<file path="src/mesh_pkg.sv">
// mini mesh shared definitions: coordinate widths, flit layout, opcodes, port indices
`default_nettype none

package mesh_pkg;

  // --------------------------------------------------
  // widths
  // --------------------------------------------------

  // column coordinate, two columns in the default build
  parameter int x_cord_w = 1;
  // row coordinate, io row 0 plus the tile rows below it
  parameter int y_cord_w = 2;
  // payload word
  parameter int data_w   = 32;
  // word address inside one tile, 16 words
  parameter int addr_w   = 4;

  typedef logic [x_cord_w-1:0] x_cord_t;
  typedef logic [y_cord_w-1:0] y_cord_t;

  // --------------------------------------------------
  // packet format
  // --------------------------------------------------

  // opcode 2'd3 is unused and treated as a discard everywhere
  typedef enum logic [1:0] {
    op_write = 2'd0,
    op_read  = 2'd1,
    op_reply = 2'd2
  } op_e;

  // one flit is one whole packet, opcode sits in the top bits
  typedef struct packed {
    op_e                op;
    x_cord_t            dst_x;
    y_cord_t            dst_y;
    x_cord_t            src_x;
    y_cord_t            src_y;
    logic [addr_w-1:0]  addr;
    logic [data_w-1:0]  data;
  } flit_t;

  // router port index; the type carries _idx since dir_e is the east value
  typedef enum logic [2:0] {
    dir_p = 3'd0,
    dir_w = 3'd1,
    dir_e = 3'd2,
    dir_n = 3'd3,
    dir_s = 3'd4
  } dir_idx_e;

endpackage

`default_nettype wire

</file>
<file path="src/mesh_fifo.sv">
// mesh fifo: small circular buffer with a generic payload and valid/ready on both sides
`timescale 1ns/1ps
`default_nettype none

module mesh_fifo
  #(parameter type payload_t = logic [31:0]
    , parameter int depth_p = 2
  )
  (
    input  logic     clk_i
    , input  logic     rst_n_i
    // write side
    , input  payload_t data_i
    , input  logic     valid_i
    , output logic     ready_o
    // read side
    , output payload_t data_o
    , output logic     valid_o
    , input  logic     ready_i
  );

  // a depth of one still needs a one bit pointer
  localparam int ptr_w = (depth_p > 1) ? $clog2(depth_p) : 1;
  localparam int cnt_w = $clog2(depth_p + 1);

  payload_t          mem_q [depth_p];
  logic [ptr_w-1:0]  wr_ptr_q;
  logic [ptr_w-1:0]  rd_ptr_q;
  logic [cnt_w-1:0]  count_q;
  logic              push;
  logic              pop;

  // full drops ready, empty drops valid
  assign ready_o = (count_q != cnt_w'(depth_p));
  assign valid_o = (count_q != '0);
  assign data_o  = mem_q[rd_ptr_q];

  assign push = valid_i && ready_o;
  assign pop  = valid_o && ready_i;

  // --------------------------------------------------
  // pointers and occupancy
  // --------------------------------------------------
  always_ff @(posedge clk_i or negedge rst_n_i)
  begin
    if (!rst_n_i)
    begin
      wr_ptr_q <= '0;
      rd_ptr_q <= '0;
      count_q  <= '0;
    end
    else
    begin
      // pointers wrap at depth_p, not at a power of two
      if (push)
        wr_ptr_q <= (wr_ptr_q == ptr_w'(depth_p - 1)) ? '0 : wr_ptr_q + 1'b1;
      if (pop)
        rd_ptr_q <= (rd_ptr_q == ptr_w'(depth_p - 1)) ? '0 : rd_ptr_q + 1'b1;
      // simultaneous push and pop leaves the count alone
      if (push && !pop)
        count_q <= count_q + 1'b1;
      else if (pop && !push)
        count_q <= count_q - 1'b1;
    end
  end

  // storage, word shows at data_o the cycle after the write
  always_ff @(posedge clk_i)
  begin
    if (push)
      mem_q[wr_ptr_q] <= data_i;
  end

endmodule

`default_nettype wire

</file>
<file path="src/mesh_router.sv">
// mesh router: five-port dimension-ordered router with input fifos and round-robin outputs
`timescale 1ns/1ps
`default_nettype none

module mesh_router
  #(parameter int num_tiles_x_p = 2
    , parameter int num_tiles_y_p = 2
    , parameter int fifo_depth_p = 2
  )
  (
    input  logic              clk_i
    , input  logic              rst_n_i
    , input  mesh_pkg::x_cord_t my_x_i
    , input  mesh_pkg::y_cord_t my_y_i
    // inputs, indexed p w e n s
    , input  mesh_pkg::flit_t   flit_i [5]
    , input  logic [4:0]        valid_i
    , output logic [4:0]        ready_o
    // outputs, same indexing
    , output mesh_pkg::flit_t   flit_o [5]
    , output logic [4:0]        valid_o
    , input  logic [4:0]        ready_i
  );

  mesh_pkg::flit_t     head_flit [5];
  logic [4:0]          head_valid;
  logic [4:0]          head_pop;
  logic [4:0]          head_drop;
  mesh_pkg::dir_idx_e  head_dir [5];
  // take[o][i] set when output o moves the head of input i this cycle
  logic [4:0]          take [5];

  // --------------------------------------------------
  // input side: buffer and route computation
  // --------------------------------------------------
  for (genvar i = 0; i < 5; i++)
  begin : g_in
    mesh_fifo
      #(.payload_t (mesh_pkg::flit_t)
        , .depth_p (fifo_depth_p)
      )
    u_fifo
      (.clk_i    (clk_i)
        , .rst_n_i (rst_n_i)
        , .data_i  (flit_i[i])
        , .valid_i (valid_i[i])
        , .ready_o (ready_o[i])
        , .data_o  (head_flit[i])
        , .valid_o (head_valid[i])
        , .ready_i (head_pop[i])
      );

    // destinations outside the grid would leave through a tied-off edge
    // and are simply eaten here
    assign head_drop[i] = (int'(head_flit[i].dst_x) >= num_tiles_x_p)
                       || (int'(head_flit[i].dst_y) > num_tiles_y_p);

    // x first, then y, then eject; row 0 is the north edge
    assign head_dir[i] = (head_flit[i].dst_x < my_x_i) ? mesh_pkg::dir_w
                       : (head_flit[i].dst_x > my_x_i) ? mesh_pkg::dir_e
                       : (head_flit[i].dst_y < my_y_i) ? mesh_pkg::dir_n
                       : (head_flit[i].dst_y > my_y_i) ? mesh_pkg::dir_s
                       : mesh_pkg::dir_p;

    // a head leaves when some output takes it or when it is dropped
    assign head_pop[i] = (head_valid[i] && head_drop[i])
                       | take[0][i] | take[1][i] | take[2][i] | take[3][i] | take[4][i];
  end

  // --------------------------------------------------
  // output side: arbiter and output register
  // --------------------------------------------------
  for (genvar o = 0; o < 5; o++)
  begin : g_out
    logic [4:0]       req;
    logic [2:0]       rr_q;
    logic [2:0]       gnt_idx;
    logic             gnt_any;
    logic             load;
    logic             out_valid_q;
    mesh_pkg::flit_t  out_flit_q;

    always_comb
    begin
      for (int i = 0; i < 5; i++)
        req[i] = head_valid[i] && !head_drop[i] && (int'(head_dir[i]) == o);
    end

    // round robin, search starts one past the last winner
    always_comb
    begin
      int idx;
      gnt_any = 1'b0;
      gnt_idx = rr_q;
      for (int k = 1; k <= 5; k++)
      begin
        idx = (int'(rr_q) + k) % 5;
        if (!gnt_any && req[idx])
        begin
          gnt_any = 1'b1;
          gnt_idx = 3'(idx);
        end
      end
    end

    // register is free, or empties on this edge
    assign load    = gnt_any && (!out_valid_q || ready_i[o]);
    assign take[o] = load ? (5'b00001 << gnt_idx) : 5'b00000;

    always_ff @(posedge clk_i or negedge rst_n_i)
    begin
      if (!rst_n_i)
      begin
        out_valid_q <= 1'b0;
        // 4 so input 0 is searched first after reset
        rr_q        <= 3'd4;
      end
      else if (load)
      begin
        out_valid_q <= 1'b1;
        rr_q        <= gnt_idx;
      end
      else if (ready_i[o])
        out_valid_q <= 1'b0;
    end

    always_ff @(posedge clk_i)
    begin
      if (load)
        out_flit_q <= head_flit[gnt_idx];
    end

    // flit and valid stay put until ready_i lets them go
    assign flit_o[o]  = out_flit_q;
    assign valid_o[o] = out_valid_q;
  end

endmodule

`default_nettype wire

</file>
<file path="config.mk">
export PLATFORM = sky130hd
export DESIGN_NAME = mesh_router
export DESIGN_NICKNAME = d
export VERILOG_FILES = /design/src/mesh_pkg.sv /design/src/mesh_fifo.sv /design/src/mesh_router.sv
export SDC_FILE = /design/constraint.sdc
export NUM_CORES = 1
export LEC_CHECK = 0
export BUFFER_PORTS_ARGS = -buffer_cell sky130_fd_sc_hd__buf_2
export CELL_PAD_IN_SITES_DETAIL_PLACEMENT = 1
export CELL_PAD_IN_SITES_GLOBAL_PLACEMENT = 1
export CORE_ASPECT_RATIO = 1.25
export CORE_UTILIZATION = 49
export DETAILED_ROUTE_END_ITERATION = 8
export PLACE_DENSITY = 0.79
export SLEW_MARGIN = 25
export SYNTH_ARGS = -nofsm -noshare
export SYNTH_HDL_FRONTEND = slang
export SYNTH_HIERARCHICAL = 1
export SYNTH_SLANG_ARGS = --single-unit
</file>
<file path="constraint.sdc">
create_clock -name clk_i -period 9.6 [get_ports clk_i]
set_input_delay 0.96 -clock clk_i [delete_from_list [all_inputs] [get_ports clk_i]]
set_output_delay 0.96 -clock clk_i [all_outputs]
set_load 0.1 [all_outputs]
</file>
==> results of run 1 <==
cell type report:
cell class / count / share of cell area
tap: 1168 / 0.02992
inverter: 115 / 0.008864
sequential: 700 / 0.4268
clock buffer: 82 / 0.03917
multi-input combinational: 2331 / 0.4240
antenna: 11 / 0.0005636
clock inverter: 55 / 0.01237
timing repair buffer: 527 / 0.05826
cell families after synthesis:
group           Yosys count  share of synthesized area
compound gates          788                     0.1413
xor+xnor                 70                    0.01491
fa+ha+maj               151                    0.04391
buf+inv                 332                    0.04191
flops                   700                     0.4827
mux                     657                     0.1948
simple gates            665                    0.08042
layout by cell type (no fill, tap or decap), drive strengths merged, types with 67 or more instances in the layout:
cell type  synthesis  final
o21ai             89     89
nor2             149    149
buf              137    527
a221o             90     90
clkbuf            80     82
a22o              92     92
nand2            166    166
a21oi             83     83
ha               149    149
nand3             67     67
mux2             363    363
edfxtp           660    660
mux2i            244    244
inv              113    118
state kept, by name, summed over array words and instances, names as in the netlist:
name	count
g_in.u_fifo/wr_ptr_q	5
g_in.u_fifo/count_q	10
flit_o	220
g_in.u_fifo/rd_ptr_q	5
g_out.rr_q	15
g_out.out_valid_q	5
g_in.u_fifo/mem_q	440
final timing paths:
path | startpoint | endpoint | slack [ns] | depth (start not counted)
min reg2reg | g_in[2].u_fifo/count_q[1] | g_in[2].u_fifo/count_q[1] | 0.50 | 1
max in group asynchronous | rst_n_i | g_in[4].u_fifo/rd_ptr_q | 8.57 | 2
max reg2reg | g_out[3].rr_q[1] | flit_o[53] | 1.54 | 19
max | g_out[3].rr_q[1] | flit_o[53] | 1.54 | 19
min in group clk_i | flit_i[159] | g_in[1].u_fifo/mem_q[0][27] | 0.49 | 1
min | rst_n_i | g_in[1].u_fifo/wr_ptr_q | 0.44 | 2
per-layer routing:
layer / track usage / share of wire / routed length, µm / vias to the layer above
li1: - / - / - / 14075
met1: 0.4291 / 0.36 / 59250 / 17142
met5: 0 / 0.0013 / 220 / -
met3: 0.08107 / 0.096 / 15900 / 634
met4: 0.2290 / 0.067 / 11050 / 32
met2: 0.6017 / 0.48 / 78490 / 2152
per-stage QoR:
stage / cells / utilization / hold WS, ns
final: 4989 / 0.5600 / 0.4380
after global routing: 4985 / 0.5599 / 0.4748
after CTS: 4978 / 0.5597 / 0.4511
after detailed placement: 4841 / 0.5309 / 0.4845
after global placement: 4841 / 0.5309 / 0.4713
after floorplan: 3363 / - / 0.4564
worst register-to-register path, cell delays in order, from the launching register on:
cell       delay, ns
dfrtp_1         0.53
clkinv_1        0.51
ha_1            0.83
inv_1           0.22
ha_1            0.29
or3b_2          0.45
o22ai_1         0.32
or2_2           0.24
ha_1            0.15
nor2b_1         0.05
o31ai_2         0.59
mux2i_1         0.20
nor3b_1         0.20
a221oi_1        0.58
nand4bb_1       0.49
o22ai_2         0.58
and3_2          1.00
buf_4           0.44
nand2_1         0.10
o221ai_1        0.09
==> key figures, run 1 <==
Run status
  • Status: completed

Timing
  • Final setup viols: 0
  • Final Max Slew Viols: 0
  • Unrepaired setup endpoints after global routing: false
  • Worst slew margin: 0.2416
  • Worst-Margin Slew: 1.138 ns
  • Clock skew: 0.04688 ns
  • Maximum clock rate: 124.0 MHz
  • Fin. Hold Viols: 0
  • Setup TNS: 0 ns
  • PnR worst setup slack: 1.535 ns
  • Min Clock Period, post-route: 8.065 ns
  • Tcrit/Tclk final: 0.8401

Clock network
  • # hold bufs at CTS: 0
  • CTS tree: built
  • CTS Buffer Depth: 3
  • Htree depth: 3
  • Worst skew pair latency: 0.67 ns
  • # resized after CTS: 0
  • Root Driver: clkbuf_16
  • Post-CTS setup buffers: 0
  • Clock transition at path regs: 0.06 ns
  • Num CTS Buffers: 75
  • CTS Sinks: 700

Floorplanning
  • Core Area: 87,200 µm²
  • Row count: 121
  • Initial Utilization: 0.4947
  • I/O pin cnt: 465
  • Die height: 333.7 µm
  • Die area: 89,240 µm²
  • Die W: 267.4 µm

Yosys
  • Syn_area_per_cell: 12.83 µm²
  • Top cell type's share of synthesized area: 0.4594
  • Synth area leaders: edfxtp_1 46%, mux2_4 6.8%, mux2i_1 5.6%
  • Synth top cells by count: 660 x edfxtp_1, 242 x mux2i_1, 195 x mux2_4
  • Area leader, netlist: edfxtp_1
  • Post-synthesis cell count: 3,363
  • Count of different cell masters after synthesis: 111
  • Count leader, synth: edfxtp_1
  • Sequential fraction of the synthesis area: 0.4827
  • Netlist Area Pre-Place: 43,140 µm²
  • Seq cells post-synth: 700
  • Prevailing post-synth register cell: edfxtp_1
  • Mapped Nets: 3,748
  • Ys async rst share: 0.05714
  • EDFF count, synth: 660
  • Syn. warnings: 6

Worst setup path
  • Setup crit start kind: register
  • Arrival @ worst endpoint: 8.53 ns
  • Kind of critical path: register to register
  • CP required: 10.06 ns
  • Buf+Inv Stages, Crit Path: 3
  • Worst setup EP type: register
  • CP max FO: 26
  • Critical Path Slowest Stage Cell: and3_2
  • Crit path max-delay family: simple AND/OR/NAND/NOR gates
  • Worst path max stage delay: 1.00 ns
  • Cell mode on critical path: ha_1
  • Crit-path cells: clkinv_1, ha_1, inv_1, ha_1, or3b_2, o22ai_1, or2_2, ha_1, nor2b_1, o31ai_2, mux2i_1, nor3b_1, a221oi_1, nand4bb_1, o22ai_2, and3_2, buf_4, nand2_1, o221ai_1

Global route
  • Global-route usage over all layers: 0.3645
  • Vias in the first global route: 35,273
  • Global-route wire length before repair: 237,700 µm
  • Total grt overflow: 0
  • Initial antenna violation count: 26
  • Pin count of the biggest net entering global routing: 90

Place
  • Pre-CTS setup slack: 1.771 ns
  • Port Buf Inserts: 464
  • Placed Area: 46,290 µm²
  • DP HPWL: 109,200 µm
  • Gpl congestion: 0.9454

Route
  • DRT Pass-1 Iters: 6
  • Routed Antenna Nets: 0
  • Remaining DRCs: 0
  • Via/cell ratio: 6.822
  • Drt initial violations: 4,123
  • Vias: 34,035
  • WL per Instance: 33.06 µm
  • Final WL: 164,900 µm

Layout
  • Nets@finish: 4,135
  • Area occupied by multi-input gates: 20,710 µm²
  • Fillers: 8,899
  • Share of layout cells above drive strength 1: 0.2995
  • Final Instance Area: 48,840 µm²
  • Sequential cell area: 20,850 µm²
  • Layout area overhead: 13.20%

Flow run
  • Max Cap Viol: 0

Min path
  • Hold WC Path Type: input port to asynchronous set/reset pin
Power of run 1 is left out: the tool's default activity adds up to more than one toggle a clock period on the data nets, which glitch-free logic cannot reach.
==> run 2: changes to the inputs <==
Clock period 9.6 ns to 7.9 ns, I/O delays scaled along.
==> run 2 against run 1 <==
Register-to-register slack got worse by 0.89 ns. Clock skew fell by 0.018 ns. Worst hold slack got worse by 0.13 ns. Routed wire length rose by 0.94%. Via count rose by 0.92%. Highest routed layer unchanged. Design area rose by 0.42%. Cell count rose by 0.34%. Die area did not move. Largest cell class unchanged. First-iteration DRC count fell by 6.9%.
==> key figures, run 2 (synthesis results as in run 1) <==
Route
  • Vias: 34,349 (+0.92%)
  • Routed Antenna Nets: 0 (unchanged)
  • Via/cell ratio: 6.862 (+0.58%)
  • Met1 Wirelength: 58,590 µm (-1.1%)
  • DR WL met3: 16,320 µm (+2.6%)
  • Top Metal Used: met5
  • Drt initial violations: 3,839 (-6.9%)
  • WL per Instance: 33.25 µm (+0.60%)
  • Remaining DRCs: 0 (unchanged)
  • Final WL: 166,500 µm (+0.94%)
  • DRT Pass-1 Iters: 6 (unchanged)
  • Met2 routed WL: 79,740 µm (+1.6%)

Layout
  • Nets@finish: 4,151 (+0.39%)
  • Final Util: 0.5624 (+0.002325)
  • Commonest cells after routing, fill and taps aside: 660 x edfxtp_1, 464 x buf_2, 242 x mux2i_1, 195 x mux2_4, 163 x nand2_1
  • Share of layout cells above drive strength 1: 0.3013 (+0.001859)
  • Final std cells w/o fill: 5,006 (+0.34%)
  • Layout area overhead: 13.67%
  • Reg with most FFs: g_in.u_fifo/mem_q
  • Number of flip-flops under the largest register name: 440 (unchanged)
  • Commonest non-fill, non-tap cell in the layout: edfxtp_1

Timing
  • Worst-Margin Slew: 1.162 ns (+0.02450 ns)
  • Hold_ws: 0.3091 ns (-0.1289 ns)
  • Fin. Hold Viols: 0 (unchanged)
  • Setup TNS: 0 ns (unchanged)
  • Final setup viols: 0 (unchanged)
  • Final Max Slew Viols: 0 (unchanged)
  • Clock skew: 0.02843 ns (-0.01844 ns)
  • Min Clock Period, post-route: 7.257 ns (-0.8075 ns)
  • Worst slew margin: 0.2234 (-0.01817)
  • Tcrit/Tclk final: 0.9186 (+0.07856)
  • Unrepaired setup endpoints after global routing: false
  • Maximum clock rate: 137.8 MHz (+11%)

Clock network
  • Num CTS Buffers: 75 (unchanged)
  • CTS tree: built
  • Worst skew pair latency: 0.66 ns (about the same)
  • Post-CTS setup buffers: 0 (unchanged)
  • Clock transition at path regs: 0.06 ns (about the same)
  • Htree depth: 3 (unchanged)
  • # resized after CTS: 0 (unchanged)
  • CTS Sinks: 700 (unchanged)
  • # hold bufs at CTS: 0 (unchanged)
  • CTS Buffer Depth: 3 (unchanged)
  • Root Driver: clkbuf_16

Worst setup path
  • Arrival @ worst endpoint: 7.76 ns (-0.77 ns)
  • CP required: 8.40 ns (-1.66 ns)
  • Worst setup EP type: register
  • Setup crit start kind: register
  • Kind of critical path: register to register
  • CP max FO: 23 (-12%)

Global route
  • Global-route usage over all layers: 0.3662 (+0.001744)
  • Vias in the first global route: 35,402 (+0.37%)
  • Global-route wire length before repair: 237,800 µm (about the same)
  • Total grt overflow: 0 (unchanged)
  • Initial antenna violation count: 31 (+19%)
  • Pin count of the biggest net entering global routing: 92 (+2.2%)

Min path
  • Hold WC Path Type: input port to asynchronous set/reset pin

Place
  • Gpl congestion: 0.9695 (+2.5%)
  • Post-placement cell count: 4,857 (+0.33%)
  • Port Buf Inserts: 464 (unchanged)
  • DP HPWL: 109,500 µm (+0.35%)

Floorplanning
  • Row count: 121 (unchanged)
  • I/O pin cnt: 465 (unchanged)
  • Die W: 267.4 µm (unchanged)
  • Die height: 333.7 µm (unchanged)
  • Core Area: 87,200 µm² (unchanged)
  • Die area: 89,240 µm² (unchanged)
  • Initial Utilization: 0.4947 (unchanged)

Run status
  • Status: completed

Flow run
  • Max Cap Viol: 0 (unchanged)
## run 2: cell types whose count changed in the layout (fill, tap and decap cells not counted), sizes merged
cell,delta
buf,+16
clkbuf,+6
inv,+1
diode,+4
clkinv,-3
clkinvlp,-7
## run 2: layer usage
metal / vias to the layer above / GRT usage
met1: 17264 / 0.4277
met5: - / 0
li1: 14123 / -
met3: 675 / 0.07974
met4: 28 / 0.2314
met2: 2259 / 0.6092
## run 2: critical path, stage by stage, from the launching register on
cell,delay (ns)
dfrtp_1,0.50
clkinv_1,0.15
ha_1,0.22
xnor2_1,0.34
inv_2,0.13
ha_1,0.24
nor2_1,0.17
a21oi_1,0.13
xnor2_1,0.43
inv_1,0.15
ha_1,0.29
nand2b_1,0.11
o311ai_0,0.15
a21oi_1,0.50
nor2_1,0.19
o2bb2ai_1,0.21
o21a_1,0.28
nor4_4,0.46
a32oi_1,0.19
a21oi_2,0.33
nor2b_1,0.27
nor2b_4,0.82
buf_4,0.55
a221o_1,0.26
## run 2: worst paths after layout
check	from	to	slack [ns]	cells after the start
setup / recovery	g_out[4].rr_q[1]	flit_o[9]	0.64	23
hold / removal	rst_n_i	g_out[4].rr_q[1]	0.31	2
setup reg to reg	g_out[4].rr_q[1]	flit_o[9]	0.64	23
hold reg to reg	g_in[0].u_fifo/count_q[1]	g_in[0].u_fifo/count_q[1]	0.49	1
max in group asynchronous	rst_n_i	g_in[4].u_fifo/rd_ptr_q	6.99	2
min in group clk_i	flit_i[87]	g_in[3].u_fifo/mem_q[1][43]	0.32	1
## run 2: cell type report
type / count / area (µm²)
Fill cell: 8882 / 38160
Sequential cell: 700 / 20850
Multi-Input combinational cell: 2331 / 20710
Timing Repair Buffer: 543 / 3052
Clock buffer: 88 / 1977
Tap cell: 1168 / 1461
Clock inverter: 46 / 521.8
Inverter: 115 / 431.7
Antenna cell: 15 / 37.54
## run 2: metrics by stage
| step | setup slack, ns | instance area (µm²) |
|---|---|---|
| 2_1_floorplan | 0.4364 | 43150 |
| 3_3_place_gp | 1.048 | 46470 |
| 3_5_place_dp | 0.8092 | 46500 |
| 4_1_cts | 0.8250 | 49000 |
| 5_1_grt | 0.2850 | 49030 |
| 6_report | 0.6428 | 49040 |
Power of run 2 is left out for the same reason.
